--- config.mk ---
export PLATFORM = sky130hd
export DESIGN_NAME = alu_result_mux
export DESIGN_NICKNAME = d
export VERILOG_FILES = /design/src/common/isa_pkg.sv /design/src/common/alu_pkg.sv /design/src/alu/alu_result_mux.sv
export VERILOG_INCLUDE_DIRS = /design/src /design/src/common
export SDC_FILE = /design/constraint.sdc
export NUM_CORES = 1
export LEC_CHECK = 0
export BUFFER_PORTS_ARGS = -buffer_cell sky130_fd_sc_hd__buf_2
export CORE_AREA = 2 2 160 162
export DETAILED_ROUTE_END_ITERATION = 8
export DIE_AREA = 0 0 162 164
export PLACE_DENSITY_LB_ADDON = 0.2
export SYNTH_ARGS = -nofsm -noshare
export SYNTH_HDL_FRONTEND = slang
export SYNTH_SLANG_ARGS = --single-unit
--- constraint.sdc ---
create_clock -name vclk -period 8.83
set_input_delay 1.766 -clock vclk [all_inputs]
set_output_delay 1.766 -clock vclk [all_outputs]
set_load 0.05 [all_outputs]
--- src/common/alu_settings.svh ---
`ifndef ALU_SETTINGS_SVH
`define ALU_SETTINGS_SVH

// ==========================================================================
// Execution unit sizing
// ==========================================================================

// Width of one operand or result word
`define ALU_WIDTH 32

// Width of the divider step counter that counts every quotient bit
`define ALU_DIV_CNT_W 6

`endif

--- src/common/isa_pkg.sv ---
package isa_pkg;

	// Raw instruction word with the opcode in bits 6..0 and the function code in 31..25
	typedef logic [31:0] instruction_t;
	typedef logic [6:0] opcode_t;
	typedef logic [6:0] func_t;

	// Major opcodes handled by the execution unit
	localparam opcode_t OP_R2    = 7'h02;
	localparam opcode_t OP_ADDI  = 7'h04;
	localparam opcode_t OP_MULI  = 7'h06;
	localparam opcode_t OP_MULUI = 7'h07;
	localparam opcode_t OP_DIVI  = 7'h08;
	localparam opcode_t OP_DIVUI = 7'h09;
	localparam opcode_t OP_ANDI  = 7'h0C;
	localparam opcode_t OP_ORI   = 7'h0D;
	localparam opcode_t OP_EORI  = 7'h0E;
	localparam opcode_t OP_SLTI  = 7'h10;
	localparam opcode_t OP_LDO   = 7'h46;
	localparam opcode_t OP_STO   = 7'h53;
	localparam opcode_t OP_LDX   = 7'h48;
	localparam opcode_t OP_STX   = 7'h58;

	// Function codes of the register-register group
	localparam func_t FN_ADD   = 7'h04;
	localparam func_t FN_SUB   = 7'h05;
	localparam func_t FN_AND   = 7'h08;
	localparam func_t FN_OR    = 7'h09;
	localparam func_t FN_EOR   = 7'h0A;
	localparam func_t FN_NAND  = 7'h0C;
	localparam func_t FN_SLT   = 7'h10;
	localparam func_t FN_SLTU  = 7'h11;
	localparam func_t FN_SEQ   = 7'h12;
	localparam func_t FN_MUL   = 7'h18;
	localparam func_t FN_MULU  = 7'h19;
	localparam func_t FN_MULH  = 7'h1A;
	localparam func_t FN_MULUH = 7'h1B;
	localparam func_t FN_DIV   = 7'h20;
	localparam func_t FN_DIVU  = 7'h21;
	localparam func_t FN_MOD   = 7'h22;
	localparam func_t FN_MODU  = 7'h23;

	// Result word returned for any code the unit does not know
	localparam logic [31:0] FILLER_WORD = 32'hDEADBEEF;

endpackage

--- src/common/alu_pkg.sv ---
`include "alu_settings.svh"

package alu_pkg;

	// ======================================================================
	// Datapath value types
	// ======================================================================

	// One operand or result word
	typedef logic [`ALU_WIDTH-1:0] value_t;

	// Full product of two words with the high half on top
	typedef logic [2*`ALU_WIDTH-1:0] double_value_t;

	// Divider sequencing
	// Idle waits for a load, run makes one quotient bit per cycle,
	// fix applies signs and the divide-by-zero result
	typedef enum logic [1:0] {
		DIV_IDLE,
		DIV_RUN,
		DIV_FIX
	} div_state_t;

endpackage

--- src/alu/alu_result_mux.sv ---
`include "alu_settings.svh"

module alu_result_mux (
	input isa_pkg::instruction_t ir,
	input alu_pkg::value_t a,
	input alu_pkg::value_t b,
	input alu_pkg::value_t i,
	input alu_pkg::value_t t,
	input alu_pkg::value_t p,
	input alu_pkg::double_value_t prod,
	input alu_pkg::double_value_t produ,
	input alu_pkg::value_t div_q,
	input alu_pkg::value_t div_r,
	output alu_pkg::value_t o
);
	import isa_pkg::*;
	import alu_pkg::*;

	opcode_t opcode;
	func_t func;
	value_t slt;
	value_t sltu;
	value_t seq;
	value_t bus;

	// Field extraction from the instruction word
	assign opcode = ir[6:0];
	assign func = ir[31:25];

	// Set results are a single 1 or 0 in the low bit
	assign slt = value_t'($signed(a) < $signed(b));
	assign sltu = value_t'(a < b);
	assign seq = value_t'(a == b);

	// ======================================================================
	// Result selection
	// ======================================================================

	always_comb
	begin
		case (opcode)
		OP_R2:
			case (func)
			FN_ADD:   bus = a + b;
			FN_SUB:   bus = a - b;
			FN_AND:   bus = a & b;
			FN_OR:    bus = a | b;
			FN_EOR:   bus = a ^ b;
			FN_NAND:  bus = ~(a & b);
			FN_SLT:   bus = slt;
			FN_SLTU:  bus = sltu;
			FN_SEQ:   bus = seq;
			FN_MUL:   bus = prod[`ALU_WIDTH-1:0];
			FN_MULU:  bus = produ[`ALU_WIDTH-1:0];
			FN_MULH:  bus = prod[2*`ALU_WIDTH-1:`ALU_WIDTH];
			FN_MULUH: bus = produ[2*`ALU_WIDTH-1:`ALU_WIDTH];
			// Sign mode of the divider comes from the div input, not the code
			FN_DIV, FN_DIVU: bus = div_q;
			FN_MOD, FN_MODU: bus = div_r;
			default:  bus = FILLER_WORD;
			endcase
		OP_ADDI:  bus = a + b;
		OP_MULI:  bus = prod[`ALU_WIDTH-1:0];
		OP_MULUI: bus = produ[`ALU_WIDTH-1:0];
		OP_DIVI, OP_DIVUI: bus = div_q;
		OP_ANDI:  bus = a & b;
		OP_ORI:   bus = a | b;
		OP_EORI:  bus = a ^ b;
		OP_SLTI:  bus = slt;
		// Plain load and store address is base plus displacement
		OP_LDO, OP_STO: bus = a + b;
		// Indexed forms add the index register on top
		OP_LDX, OP_STX: bus = a + b + i;
		default:  bus = FILLER_WORD;
		endcase
	end

	// A false predicate keeps the old target value
	assign o = p[0] ? bus : t;

endmodule

==> summary.txt <==
number of global-route vias before repair: 14320
synthesized area per cell: 6.444 µm²
Syn Nets: 2209
Least-Margin Pin Slew: 1.171 ns
DP HPWL: 47.14 mm
final worst path period share: 96.89%
# fillers: 2593
Vias/cell: 6.679
die boundary width: 162 µm
first-pass GRT wire length: 86.26 mm
setup_tns: 0 ns
Distinct cells, synth: 85
pin count of the biggest net entering global routing: 68
crit start category: input pin
PD cells: 78.55 nW/µm²
initial drt markers: 2390
vias post-DR: 15520
Worst VDD drop: 0.04105 mV
most frequent cells in the layout: buf_2, a21oi_1, nor2_1
Final min period: 8.555 ns
io pins: 416
RSZ-0062 raised after global routing: false
DR WL/cell: 25.67 µm
final-report hold violation count: 0
ANT nets after route: 0
Min-Delay Path Depth: 3
share of layout cells above drive strength 1: 23.68%
Critical Path Source: a[0]
critical path class: input pin to primary output
Residual DRC: 0
die height: 164 µm
HP Class: input pin to primary output
Maximum Capacitance Violations: 0
area of the multi-input gates: 9980 µm²
post-synthesis sequential area ratio: 0%
data required time of the critical path: 7.06 ns
f_max: 116.9 MHz
Lkg Pwr: 6.050 nW
GRT Overall Usage: 42.50%
clock buf count: 0
Port-buffer cells: 367
RD Place Congestion: 1.060
Crit path arrival time: 6.79 ns
seq_cells: 0
initial antenna violation count: 5
drt pass-1 iters: 6
Placed Cells: 2319
Synth area leader: ha_1
critical path endpoint category: primary output
Post-Syn Area: 10910 µm²
most common cell after layout, fill and taps aside: buf_2
crit path to: o[31]
Starting Density: 43.96%
Total Wirelength: 59.63 mm
Ys Warns: 0
synth top area cells: ha_1, a21oi_1, mux2i_1
number of cell rows: 58
Final #Nets: 2507
final max-slew violation count: 0
Final setup viols: 0
Synth-to-Final Area Change: 20.29%
full die area: 26570 µm²
Worst slew margin: 21.61%
status: finished, final reports clean
gr ovfl total: 0
storage element area: 0 µm²
area share of the largest cell type after synthesis: 14.80%
core area: 24820 µm²
Finished Layout Cells: 2323
Syn Inst Count: 1693
crit-path max FO: 6
==> routing by layer <==
metal / GRT usage, % / routed length, µm / up-vias
met5: 0 / 0 / -
met4: 17.26 / 3008 / 0
met3: 11.16 / 8148 / 212
met2: 65.32 / 25040 / 1196
met1: 56.40 / 23430 / 7180
li1: - / - / 6927
==> report_power, final <==
| part | internal, W | switching (W) |
|---|---|---|
| combinational | 0.000382 | 0.000648 |
| clock | 0.0000000000606 | 0 |
| sequential | 0 | 0 |
| total | 0.000382 | 0.000648 |
==> synth_stat cells (30+ instances only) <==
library cell  number
a211oi_1          44
a21oi_1          203
a221oi_1          46
buf_2             37
clkbuf_1          79
ha_1             129
inv_1            109
mux2i_1           79
nand2_1          125
nand3_1           37
nor2_1           182
o21ai_0          100
o221ai_1          30
o22ai_1           34
xnor2_1           56
==> how the worst min path moves through the flow <==
stage,startpoint,endpoint,slack [ns]
2_1_floorplan,t[10],o[10],3.80
3_3_place_gp,t[26],o[26],3.94
3_5_place_dp,t[13],o[13],3.95
4_1_cts,t[27],o[27],3.95
5_1_grt,t[4],o[4],3.95
6_report,t[4],o[4],3.95
==> critical path: stages <==
cell and delay (ns):
buf_2 0.12, ha_1 0.22, inv_1 0.07, fa_1 0.27, nor2b_1 0.10, o31a_1 0.29
o21ai_0 0.24, a21oi_1 0.15, a41oi_1 0.37, nor2_1 0.14, o41a_1 0.43, xnor2_2 0.28
ha_1 0.36, a21oi_1 0.22, o21ai_0 0.17, a311oi_1 0.36, a21oi_2 0.15, a21oi_1 0.26
o41ai_2 0.12, xnor2_1 0.14, nand2_1 0.07, a31oi_1 0.18, buf_2 0.29
==> logic make-up after synthesis <==
| logic type | share of synthesized area [%] |
|---|---|
| buffers and inverters | 8.934 |
| adder cells (fa/ha/maj) | 15.35 |
| AND/OR/NAND/NOR | 20.78 |
| multiplexers | 7.558 |
| AO/OA/AOI/OAI | 41.44 |
| XOR/XNOR | 5.941 |
==> cell type report <==
cell class	instances	area share, %
diodes	4	0.07628
multi-input cells	1450	76.05
inverters	110	3.146
well taps	330	3.146
repair buffers	429	17.58
==> metrics by stage <==
step	hold slack [ns]	instance area, µm²	utilization [%]	power (W)	worst slack (ns)
2_1_floorplan	3.797	10910	-	0.0006563	0.8031
3_3_place_gp	3.943	13090	52.75	0.0009792	0.3935
3_5_place_dp	3.946	13090	52.75	0.0009893	0.3354
4_1_cts	3.948	13090	52.75	0.0009945	0.3146
5_1_grt	3.955	13120	52.86	0.001102	0.001037
6_report	3.947	13120	52.87	0.001031	0.2747
==> what timing repair did <==
item	CTS	global route
hold buffers	0	0
gates resized for setup	0	3
setup buffers	0	0
endpoints found under the setup margin	0	1
(Power assumes the default switching activity.)
