<file path="src/common/alu_settings.svh">
`ifndef ALU_SETTINGS_SVH
`define ALU_SETTINGS_SVH

// ==========================================================================
// Execution unit sizing
// ==========================================================================

// Width of one operand or result word
`define ALU_WIDTH 32

// Width of the divider step counter that counts every quotient bit
`define ALU_DIV_CNT_W 6

`endif

</file>
<file path="src/rtl/change_detect.sv">
`include "alu_settings.svh"

module change_detect (
	input logic clk,
	input logic rst,
	input logic [2*`ALU_WIDTH-1:0] data,
	output logic cd
);
	logic [2*`ALU_WIDTH-1:0] data_q;
	logic armed;

	// Copy of the operand pair as it stood at the last edge
	always_ff @(posedge clk)
		data_q <= data;

	// Armed while in reset so that the first cycle afterwards counts as a change
	always_ff @(posedge clk)
	begin
		if (rst)
			armed <= 1'b1;
		else
			armed <= 1'b0;
	end

	// Any bit differing from the copy flags a new operation
	assign cd = armed | (data != data_q);

endmodule

</file>
<file path="config.mk">
export PLATFORM = sky130hd
export DESIGN_NAME = change_detect
export DESIGN_NICKNAME = d
export VERILOG_FILES = /design/src/rtl/change_detect.sv
export VERILOG_INCLUDE_DIRS = /design/src /design/src/common
export SDC_FILE = /design/constraint.sdc
export NUM_CORES = 1
export LEC_CHECK = 0
export BUFFER_PORTS_ARGS = -buffer_cell sky130_fd_sc_hd__buf_2
export CORE_MARGIN = 3
export CORE_UTILIZATION = 44
export DETAILED_ROUTE_END_ITERATION = 8
export HOLD_SLACK_MARGIN = 0.05
export PLACE_DENSITY = 0.83
export SLEW_MARGIN = 40
export SYNTH_ARGS = -nofsm -noshare
export SYNTH_HDL_FRONTEND = slang
export SYNTH_SLANG_ARGS = --single-unit
</file>
<file path="constraint.sdc">
create_clock -name clk -period 1.7 [get_ports clk]
set_clock_uncertainty 0.2 [all_clocks]
set_input_delay 0.17 -clock clk [delete_from_list [all_inputs] [get_ports clk]]
set_output_delay 0.17 -clock clk [all_outputs]
set_load 0.02 [all_outputs]
</file>
==> flow_summary.json, run 1 <==
{
  "status": "finished, violations left",
  "violations": "setup timing",
  "cts_buffers": 9,
  "vias_per_cell": 4.68,
  "ys_ff_latch": 65,
  "synth_top_flop_cell": "dfxtp_1",
  "tightest_slew_ns": 0.341,
  "fin_crit_sh": 1.39,
  "fin_crit_ns": 2.36,
  "drv_cap": 0,
  "grtUsageTotal": 0.199,
  "dp_cells": 287,
  "die_area_sq_um": 5510,
  "drt_wl_total_um": 4940,
  "antenna_found_initial": 0,
  "yosys-top-cells-count": "65 x dfxtp_1, 29 x xor2_1, 21 x xnor2_1, 9 x inv_1, 8 x nand4_1",
  "synthTopCellsByArea": "dfxtp_1 64%, xor2_1 12%, xnor2_1 9.0%",
  "syn-instance-count": 165,
  "cts_root_buf": "clkbuf_8",
  "die_h_um": 74.2,
  "finalSetupTns_ns": -0.662,
  "ys_types": 21,
  "portBuffers": 66,
  "synth_top_area_share": 0.635,
  "yosys.area.top_type": "dfxtp_1",
  "arrival_ns": 1.99,
  "grt_max_degree": 11,
  "clock_path_buffers": 2,
  "worstSetupPathType": "flip-flop to output pin",
  "cts.clk_slew.worst_paths_ns": 0.07,
  "ioPinCount": 67,
  "setup-violations-final": 1,
  "finalNonFillerCells": 368,
  "relSlewSlack": 0.771,
  "htreeDepth": 3,
  "seq_area_frac_synth": 0.635,
  "synth_edf_count": 0,
  "gr-total-overflow": 0,
  "critPathLaunchType": "flip-flop",
  "cts_sinks": 65,
  "rows": 24,
  "cts_tree": "yes",
  "die_x_um": 74.2,
  "hold_viol": 0,
  "hold_class": "input pin to flip-flop",
  "gp_congestion": 0.812,
  "max_clock_freq_mhz": 423,
  "synth_nets": 231,
  "crit_fanout": 1,
  "grt_pass1_vias": 1949,
  "cts_setup_buffers": 0,
  "synthesis.area_sq_um": 2050,
  "synth_area_per_cell_sq_um": 12.4,
  "drt_iter0_drc": 29,
  "yosys_warnings": 0,
  "n_fill_cell": 318,
  "fin_util": 0.758,
  "async_flop_share": 0,
  "p_leak_nw": 1.47,
  "area_growth_pct": 63.4,
  "end_kind": "output pin",
  "powerDensity_nw_per_um2": 947,
  "drc": 0,
  "cp.required_ns": 1.33,
  "rsz0062_at_grt": "true",
  "core_sq_um": 4410,
  "dr.pass1.iters": 4,
  "ir_worst_vdd_mv": 0.849,
  "drive_gt1_frac": 0.294,
  "fin_ws_ns": -0.662,
  "antennaDiodeCount": 0,
  "yosysMostFrequentCell": "dfxtp_1",
  "nNetsFinal": 377,
  "place_ws_ns": -0.475,
  "grt_pass1_wl_um": 8200,
  "dpl.hpwl_um": 2840,
  "wire_per_inst_um": 13.4,
  "antenna_left": 0,
  "drv_slew": 0,
  "routed-via-count": 1721,
  "initial_core_util": 0.464
}
## stage by stage
stage               hold WS (ns)  total power, mW  cell area [sq um]
finish                     0.291             3.17               3350
floorplan               -0.00228             1.80               2060
CTS                       -0.242             3.16               3310
detailed placement        0.0773             1.93               2480
global placement          0.0863             1.92               2480
global route               0.266             3.30               3350
## layout by cell type, fill, tap and decap left out
cell type	count
a2111oi_2	1
a2111oi_4	1
a211oi_1	1
a222oi_1	1
a22o_1	3
buf_2	65
buf_4	4
buf_6	1
clkbuf_1	2
clkbuf_8	11
clkinv_1	4
clkinv_2	3
dfxtp_1	64
dfxtp_2	1
dlygate4sd3_1	65
inv_1	9
inv_2	1
nand2_1	1
nand4_1	8
nor2_1	2
nor3_1	1
nor4_1	6
nor4_2	3
o221ai_1	1
o22ai_1	4
o2bb2ai_1	2
or4_4	1
xnor2_1	20
xnor2_2	1
xor2_1	29
## layer usage
layer	up-vias	track usage	wire [um]
met3	11	0.0581	304
met1	804	0.197	1810
li1	853	-	-
met2	53	0.386	2720
met5	-	0	0
met4	0	0.0771	110
## state kept, by name, summed over array words and instances (netlist names)
signal and count:
armed 1, data_q 64
## critical path, stage by stage (launching register included)
cell	delay (ns)
dfxtp_1	0.31
xnor2_1	0.16
nand4_1	0.14
nor4_2	0.29
nand4_1	0.13
or4_4	0.49
buf_6	0.15
## area by class of cell
type	instances	area, sq um	area share
multi-input cells	86	736	0.220
flip-flops and latches	65	1300	0.389
clock buffers	13	159	0.0475
well taps	52	65.1	0.0194
repair buffers	135	1020	0.304
inverters	14	52.6	0.0157
clock inverters	3	15.0	0.00449
## kinds of logic after synthesis
kind of cell	count (synthesis)	share of synthesized area
flip-flops	65	0.635
XOR/XNOR	50	0.214
AND/OR/NAND/NOR	22	0.0696
AO/OA/AOI/OAI	14	0.0556
buffers and inverters	14	0.0257
## where the power goes
group          switching [mW]  internal, mW  total, mW
clock network           0.529         0.603       1.13
logic                   0.147         0.245      0.393
registers              0.0372          1.61       1.64
total                   0.713          2.45       3.17
## path summary, 6_finish.rpt
check	slack, ns	start	depth (start not counted)	to
min	0.29	rst	2	armed$_DFF_P_
max	-0.66	data_q[8]$_DFF_P_	6	cd
## timing repair
item	in CTS	in global routing
cloned	0	0
endpoints found under the hold margin	65	2
endpoints found under the setup margin	1	1
gates resized for setup	4	3
hold buffers	63	2
pin swaps	8	6
(Power assumes the default switching activity.)
==> run 2: changes to the inputs <==
CORE_ASPECT_RATIO = 2   (was not set)
CORE_UTILIZATION = 52   (was 44)
PLACE_DENSITY = 0.91   (was 0.83)
clock period = 2.95 ns   (was 1.7 ns; I/O delays follow)
==> flow_summary.json, run 2 (synthesized netlist as in run 1, its figures left out) <==
{
  "drc": 0,
  "drt_wl_total_um": 6910,
  "holdWs_ns": 0.404,
  "hold_viol": 0,
  "initial_core_util": 0.550,
  "n_fill_cell": 161,
  "cp.required_ns": 2.46,
  "fin_ws_ns": 0.0175,
  "drive_gt1_frac": 0.292,
  "gr-total-overflow": 0,
  "portBuffers": 66,
  "routed-via-count": 1786,
  "reg_top3": "data_q x64, armed x1",
  "cts.clk_slew.worst_paths_ns": 0.07,
  "critPathLaunchType": "input pin",
  "gp_congestion": 0.794,
  "status": "finished, final reports clean",
  "htreeDepth": 3,
  "crit_fanout": 2,
  "ir_worst_vdd_mv": 0.540,
  "sequentialPowerShare": 0.451,
  "final_cell_mix": "65 x dfxtp_1, 65 x dlygate4sd3_1, 65 x buf_2",
  "top_register": "data_q",
  "cts_buffers": 9,
  "p_comb_frac": 0.115,
  "whs_path_depth": 2,
  "ioPinCount": 67,
  "core_sq_um": 3720,
  "wire_per_inst_um": 19.1,
  "worstSetupPathType": "input pin to output pin",
  "fin_crit_sh": 0.994,
  "fin_crit_ns": 2.93,
  "grt_pass1_wl_um": 9680,
  "hold_class": "input pin to flip-flop",
  "powerDensity_nw_per_um2": 621,
  "cts_root_buf": "clkbuf_8",
  "max_clock_freq_mhz": 341,
  "largest_reg_flops": 64,
  "drv_cap": 0,
  "p_leak_nw": 1.48,
  "clock_power_share": 0.434,
  "grt_pass1_vias": 2070,
  "area_growth_pct": 65.4,
  "die_h_um": 94.8,
  "die_x_um": 50.4,
  "drv_slew": 0,
  "antenna_found_initial": 0,
  "tightest_slew_ns": 0.426,
  "power.internal_mw": 1.63,
  "switching_share": 0.228,
  "antennaDiodeCount": 0,
  "relSlewSlack": 0.713,
  "clock_path_buffers": 2,
  "nNetsFinal": 373,
  "cts_tree": "yes",
  "vias_per_cell": 4.95,
  "dpl.hpwl_um": 2950,
  "die_area_sq_um": 4770,
  "arrival_ns": 2.44,
  "place_ws_ns": 0.515,
  "dr.pass1.iters": 4,
  "finalSetupTns_ns": 0,
  "rows": 31,
  "setup-violations-final": 0,
  "path_cells": "dlygate4sd3_1 > buf_2 > inv_1 > a22o_1 > a2111oi_2 > nand4_1 > or4_4 > buf_6",
  "grtUsageTotal": 0.288,
  "critPathMaxStageDelay_ns": 0.55,
  "power.switching_uw": 481,
  "crit_slowest_cell": "dlygate4sd3_1",
  "grt_max_degree": 13,
  "end_kind": "output pin",
  "drt_iter0_drc": 45,
  "antenna_left": 0,
  "cts_sinks": 65
}
[run 2: cell types whose count changed in the layout (fill, tap and decap cells not counted)]
cell        previous run  this run
clkinv_2               3         1
clkbuf_1               2         0
dfxtp_2                1         0
dfxtp_1               64        65
xnor2_1               20        19
clkinv_4               0         1
clkbuf_8              11         9
buf_4                  4         0
xnor2_2                1         2
bufinv_16              0         3
clkinvlp_4             0         2
[run 2: routing by layer]
layer	track usage	up-vias	routed length [um]
met3	0.0742	14	353
met2	0.574	74	4130
met1	0.254	854	2250
met4	0.135	0	174
met5	0	-	0
li1	-	844	-
[run 2: path summary, 6_finish.rpt]
check / start / end / slack [ns]
setup / recovery: data[14] / cd / 0.02
hold / removal: data[53] / data_q[53]$_DFF_P_ / 0.40
[run 2: final cells by class]
type | count | area (sq um) | share of cell area
Sequential cell | 65 | 1300 | 0.384
Tap cell | 49 | 61.3 | 0.0181
Clock buffer | 9 | 124 | 0.0366
Multi-Input combinational cell | 86 | 743 | 0.219
Timing Repair Buffer | 131 | 987 | 0.291
Clock inverter | 7 | 119 | 0.0351
Inverter | 14 | 52.6 | 0.0155
[run 2: stage by stage]
stage | utilization | instances | area, sq um | power, mW
2_1_floorplan | - | 165 | 2050 | 1.04
3_3_place_gp | 0.655 | 280 | 2440 | 1.10
3_5_place_dp | 0.655 | 280 | 2440 | 1.11
4_1_cts | 0.895 | 361 | 3330 | 2.07
5_1_grt | 0.910 | 361 | 3390 | 2.16
6_report | 0.910 | 361 | 3390 | 2.11
[run 2: power groups by stage]
| stage | sequential [mW] | combinational [mW] | clock (mW) |
|---|---|---|---|
| 2_1_floorplan | 0.961 | 0.0739 | 0 |
| 3_3_place_gp | 0.963 | 0.139 | 0 |
| 3_5_place_dp | 0.965 | 0.145 | 0 |
| 4_1_cts | 0.945 | 0.212 | 0.909 |
| 5_1_grt | 0.953 | 0.256 | 0.954 |
| 6_report | 0.950 | 0.241 | 0.914 |
[run 2: repair_timing]
action | 4_1_cts | 5_1_grt
setup buffers | 0 | 0
hold endpoints to repair | 65 | 0
resized for setup | 0 | 10
setup endpoints to repair | 0 | 1
hold buffers | 65 | 0
[run 2: worst max-delay path, delay by kind of cell]
family	cells	cell delay, ns
AO/OA/AOI/OAI	2	0.56
buffers and inverters	4	0.88
AND/OR/NAND/NOR	2	0.70
