--- config.mk ---
export PLATFORM = sky130hd
export DESIGN_NAME = alu_divider_flat
export DESIGN_NICKNAME = d
export VERILOG_FILES = /design/src/common/alu_pkg.sv /design/src/common/div_if.sv /design/src/alu/alu_divider.sv /design/src/flat_wrapper.sv
export VERILOG_INCLUDE_DIRS = /design/src /design/src/common
export SDC_FILE = /design/constraint.sdc
export NUM_CORES = 1
export LEC_CHECK = 0
export BUFFER_PORTS_ARGS = -buffer_cell sky130_fd_sc_hd__buf_2
export CAP_MARGIN = 20
export CORE_MARGIN = 4
export CORE_UTILIZATION = 25
export DETAILED_ROUTE_END_ITERATION = 10
export MAX_ROUTING_LAYER = met4
export PLACE_DENSITY_LB_ADDON = 0.08
export SLEW_MARGIN = 30
export SYNTH_ARGS = -nofsm -noshare
export SYNTH_HDL_FRONTEND = slang
export SYNTH_SLANG_ARGS = --single-unit
--- constraint.sdc ---
create_clock -name clk -period 10.15 [get_ports clk]
set_input_delay 0.5075 -clock clk [delete_from_list [all_inputs] [get_ports clk]]
set_output_delay 0.5075 -clock clk [all_outputs]
set_load 0.02 [all_outputs]
--- src/common/alu_settings.svh ---
`ifndef ALU_SETTINGS_SVH
`define ALU_SETTINGS_SVH

// ==========================================================================
// Execution unit sizing
// ==========================================================================

// Width of one operand or result word
`define ALU_WIDTH 32

// Width of the divider step counter that counts every quotient bit
`define ALU_DIV_CNT_W 6

`endif

--- src/common/alu_pkg.sv ---
`include "alu_settings.svh"

package alu_pkg;

	// ======================================================================
	// Datapath value types
	// ======================================================================

	// One operand or result word
	typedef logic [`ALU_WIDTH-1:0] value_t;

	// Full product of two words with the high half on top
	typedef logic [2*`ALU_WIDTH-1:0] double_value_t;

	// Divider sequencing
	// Idle waits for a load, run makes one quotient bit per cycle,
	// fix applies signs and the divide-by-zero result
	typedef enum logic [1:0] {
		DIV_IDLE,
		DIV_RUN,
		DIV_FIX
	} div_state_t;

endpackage

--- src/common/div_if.sv ---
interface div_if;
	import alu_pkg::*;

	// The requester drives ld as a single-cycle pulse that restarts the division
	logic ld;
	logic sgn;
	value_t a;
	value_t b;

	// Results from the divider stay valid while done is high
	value_t q;
	value_t r;
	logic dbz;
	logic done;
	logic idle;

	modport requester (
		output ld, sgn, a, b,
		input q, r, dbz, done, idle
	);

	modport divider (
		input ld, sgn, a, b,
		output q, r, dbz, done, idle
	);
endinterface

--- src/alu/alu_divider.sv ---
`include "alu_settings.svh"

module alu_divider (
	input logic clk,
	input logic rst,
	div_if.divider dv
);
	import alu_pkg::*;

	div_state_t state;
	logic [`ALU_DIV_CNT_W-1:0] step;
	value_t quo;
	value_t rem;
	value_t dvsr;
	value_t dvnd;
	logic neg_q;
	logic neg_r;
	logic [`ALU_WIDTH:0] shifted;
	logic [`ALU_WIDTH:0] diff;

	// Partial remainder with the next dividend bit brought down, and the trial subtract
	assign shifted = {rem, quo[`ALU_WIDTH-1]};
	assign diff = shifted - {1'b0, dvsr};

	assign dv.idle = (state == DIV_IDLE);

	// ======================================================================
	// Sequencing
	// ======================================================================

	always_ff @(posedge clk)
	begin
		if (rst)
		begin
			state <= DIV_IDLE;
			step <= '0;
			dv.done <= 1'b0;
			dv.dbz <= 1'b0;
		end
		else if (dv.ld)
		begin
			// A load restarts from any state
			state <= DIV_RUN;
			step <= '0;
			dv.done <= 1'b0;
			dv.dbz <= 1'b0;
		end
		else
		begin
			case (state)
			DIV_RUN:
			begin
				step <= step + 1'b1;
				// Last quotient bit is produced on this step
				if (step == `ALU_DIV_CNT_W'(`ALU_WIDTH - 1))
					state <= DIV_FIX;
			end
			DIV_FIX:
			begin
				state <= DIV_IDLE;
				dv.done <= 1'b1;
				dv.dbz <= (dvsr == '0);
			end
			default:
				state <= DIV_IDLE;
			endcase
		end
	end

	// ======================================================================
	// Datapath
	// ======================================================================

	always_ff @(posedge clk)
	begin
		if (dv.ld)
		begin
			// Signed mode works on magnitudes and remembers the signs
			quo <= (dv.sgn && dv.a[`ALU_WIDTH-1]) ? -dv.a : dv.a;
			dvsr <= (dv.sgn && dv.b[`ALU_WIDTH-1]) ? -dv.b : dv.b;
			rem <= '0;
			dvnd <= dv.a;
			neg_q <= dv.sgn & (dv.a[`ALU_WIDTH-1] ^ dv.b[`ALU_WIDTH-1]);
			neg_r <= dv.sgn & dv.a[`ALU_WIDTH-1];
		end
		else if (state == DIV_RUN)
		begin
			// Keep the difference only when the divisor fits
			if (!diff[`ALU_WIDTH])
			begin
				rem <= diff[`ALU_WIDTH-1:0];
				quo <= {quo[`ALU_WIDTH-2:0], 1'b1};
			end
			else
			begin
				rem <= shifted[`ALU_WIDTH-1:0];
				quo <= {quo[`ALU_WIDTH-2:0], 1'b0};
			end
		end
		else if (state == DIV_FIX)
		begin
			if (dvsr == '0)
			begin
				// Zero divisor gives all ones and hands back the dividend
				dv.q <= '1;
				dv.r <= dvnd;
			end
			else
			begin
				// The most negative value over minus one comes out unchanged with remainder 0
				dv.q <= neg_q ? -quo : quo;
				dv.r <= neg_r ? -rem : rem;
			end
		end
	end

endmodule

--- src/flat_wrapper.sv ---
// flat-port wrapper written by rule: the top's interface ports become plain ports
module alu_divider_flat import alu_pkg::*;
  (clk, rst, dv_ld, dv_sgn, dv_a, dv_b, dv_q, dv_r, dv_dbz, dv_done, dv_idle);
  div_if dv_i ();
  input logic clk;
  input logic rst;
  input wire logic [$bits(dv_i.ld)-1:0] dv_ld;
  input wire logic [$bits(dv_i.sgn)-1:0] dv_sgn;
  input wire logic [$bits(dv_i.a)-1:0] dv_a;
  input wire logic [$bits(dv_i.b)-1:0] dv_b;
  output wire logic [$bits(dv_i.q)-1:0] dv_q;
  output wire logic [$bits(dv_i.r)-1:0] dv_r;
  output wire logic [$bits(dv_i.dbz)-1:0] dv_dbz;
  output wire logic [$bits(dv_i.done)-1:0] dv_done;
  output wire logic [$bits(dv_i.idle)-1:0] dv_idle;
  assign dv_i.ld = dv_ld;
  assign dv_i.sgn = dv_sgn;
  assign dv_i.a = dv_a;
  assign dv_i.b = dv_b;
  assign dv_q = dv_i.q;
  assign dv_r = dv_i.r;
  assign dv_dbz = dv_i.dbz;
  assign dv_done = dv_i.done;
  assign dv_idle = dv_i.idle;
  alu_divider u_core (.clk(clk), .rst(rst), .dv(dv_i));
endmodule
==> impl_metrics.toml <==
[floorplanning]
start_util = 0.255
io_pins = 135
die_h_um = 227
core_mm2 = 0.0469
row_count = 79
die_x_um = 227
design.die.area_mm2 = 0.0513

[clocking]
insertion_delay_ns = 0.56
cts.clk_slew.worst_paths_ns = 0.06
numCtsBuffers = 27
post_cts_buffers = 0
cts_hold_buf = 0
root_buffer = "clkbuf_16"
cts_resized = 0
clockBufferDepth = 3
cts_max_level = 1
cts_tree = "built"
cts_sinks = 204

[yosys]
synth_cell_type_count = 65
syn_area_mm2 = 0.0119
yosysWarnings = 0
synth_top_area_share = 0.408
synth_flop_cell = "edfxtp_1"
async_flop_share = 0
syn-num-nets = 1326
synth_seq_cells = 204
netlist_instances = 1220
ys_top_cells_by_area = "edfxtp_1, dfxtp_1, xor2_1, xnor2_1, o21ai_0"
synthTopCellsByCount = "edfxtp_1, nand2_1, nor2_1, o21ai_0, a21oi_1"
synth_area_leader_cell = "edfxtp_1"
yosysSeqAreaShare = 0.478
yosysMostFrequentCell = "edfxtp_1"
synth-edff-count = 162
avgSynthCellArea_um2 = 9.78

[critical_path]
path_cells = "inv_1 -> ha_1 -> fa_1 -> nand2b_1 -> a21o_1 -> a21oi_1 -> o211ai_1 -> a211oi_1 -> a21o_1 -> xor2_4 -> buf_4 -> mux2_2 -> a211oi_1"
cp_max_fo = 36
crit_arrival_ns = 4.51
path_class = "reg -> reg"
start_kind = "flip-flop"
cp-end-kind = "flip-flop"
cp.required_ns = 10.62
critPathMaxStageDelay_ns = 0.46
cpMaxStageDelayCell = "buf_4"

[route]
routed_wl_um = 35400
drt_iter0_markers = 439
vias = 9341
routedWlPerCell_um = 18.0
ant_nets = 0
post-route-drc-count = 0
drtPass1Iterations = 4
via_per_inst = 4.75

[global_route]
grt.overflow.total = 0
grt_pass1_vias = 9451
antenna_found_initial = 4
grt_pass1_wl_um = 54800
grt_start_max_net_pins = 74
grt_use_total = 0.140

[final_layout]
n_fill_cell = 4973
syn_to_final_growth_pct = 19.2
seqCellArea_mm2 = 0.00571
nets = 1442
fin_cells = 1966
drive_above_1_share = 0.158
multi_input_area_mm2 = 0.00583

[timing]
maxSlewViolCount = 0
clock.fmax_mhz = 248
rsz0062_at_grt = "false"
max_slew.worst_pin.slew_ns = 0.966
min_period_ns = 4.04
finClkSkew_ns = 0.0108
finalSetupViolCount = 0
tns_ns = 0
fin_crit_sh = 0.398
slew_headroom = 0.353
report.final.hold_viol_count = 0

[pwr]
peakVddDrop_v = 0.000130
totalPowerFinal_mw = 2.43
p_per_area_mw_per_mm2 = 171
leakage_nw = 5.32

[placed_design]
finalWeightedCongestion = 0.778
dp_hpwl_um = 26600
place_inst = 1913
io_buffers = 134

[flow_run]
max_cap_viol_count = 0

[hold_path]
min_path_type = "in -> reg"

[run_status]
status = "complete, no violations"
-- power by group --
part	switching [mW]	leakage [nW]	total, mW	internal, mW
Sequential	0.0487	1.88	1.02	0.970
Clock	0.390	0.471	1.04	0.648
Combinational	0.225	2.97	0.374	0.150
Total	0.664	5.32	2.43	1.77
-- flip-flops by register name (all words and copies together), names as in the netlist --
| register | cells |
|---|---|
| u_core.neg_q | 1 |
| u_core.quo | 32 |
| u_core.dvnd | 32 |
| u_core.dv.q | 32 |
| u_core.state | 2 |
| u_core.step | 6 |
| u_core.dv.done | 1 |
| u_core.dv.r | 32 |
| u_core.dvsr | 32 |
| u_core.dv.dbz | 1 |
| u_core.neg_r | 1 |
| u_core.rem | 32 |
-- layer usage --
| metal | up-vias | wire [um] | track usage |
|---|---|---|---|
| met5 | - | 0 | - |
| met4 | 0 | 504 | 0.0289 |
| met3 | 33 | 1610 | 0.0227 |
| met2 | 156 | 16300 | 0.221 |
| met1 | 4445 | 17100 | 0.191 |
| li1 | 4707 | - | - |
-- critical path: cells and delay by family (launching register included) --
family | cells | cell delay, ns
simple gates | 1 | 0.18
mux | 1 | 0.39
fa+ha+maj | 2 | 0.67
xor+xnor | 1 | 0.14
flops | 1 | 0.32
buf+inv | 2 | 0.63
compound gates | 6 | 1.58
-- layout make-up --
| class | instances | share of cell area |
|---|---|---|
| multi-input cells | 904 | 0.409 |
| flip-flops and latches | 204 | 0.401 |
| repair buffers | 145 | 0.0534 |
| well taps | 607 | 0.0534 |
| clock buffers | 32 | 0.0518 |
| clock inverters | 18 | 0.0167 |
| inverters | 54 | 0.0142 |
| diodes | 2 | 0.000352 |
-- cell families after synthesis --
logic type | count (synthesis) | synth area share
and+or+nand+nor | 387 | 0.156
AOI/OAI and AO/OA | 309 | 0.160
DFF | 204 | 0.478
xor gates and xnor gates | 142 | 0.105
buffers and inverters | 112 | 0.0369
adders and majority gates | 38 | 0.0405
muxes | 28 | 0.0237
-- layout by cell type, fill, tap and decap left out, types with 14 or more instances in the layout --
cell type,n
a21oi_1,87
edfxtp_1,162
clkbuf_16,29
inv_1,54
a211oi_1,22
nor3_1,17
or4_1,19
o21ai_0,98
mux2i_1,26
buf_2,133
xor2_1,76
nor2_1,109
nand3_1,14
xnor2_1,65
ha_1,37
nor4_1,20
nand2_1,124
dfxtp_1,42
nand4_1,14
o31ai_1,25
-- path summary, 6_finish.rpt --
kind                                     start              end  slack, ns  cells past startpoint
worst min register to register  u_core.dv.done   u_core.dv.done       0.46                      2
worst min-delay path                       rst  u_core.state[0]       0.11                      2
worst max register to register  u_core.quo[31]    u_core.rem[0]       6.11                     13
worst max-delay path            u_core.quo[31]    u_core.rem[0]       6.11                     13
-- per-stage QoR --
stage	area (um2)	hold WS [ns]	util	setup WS, ns
final	14200	0.114	0.304	6.11
after global routing	14200	0.0919	0.304	5.89
after CTS	14200	0.0770	0.303	6.14
after detailed placement	13200	0.439	0.283	6.15
after global placement	13200	0.435	0.283	6.19
after floorplan	11900	0.454	-	5.89
Note: power is estimated with default switching activity, not from simulation.
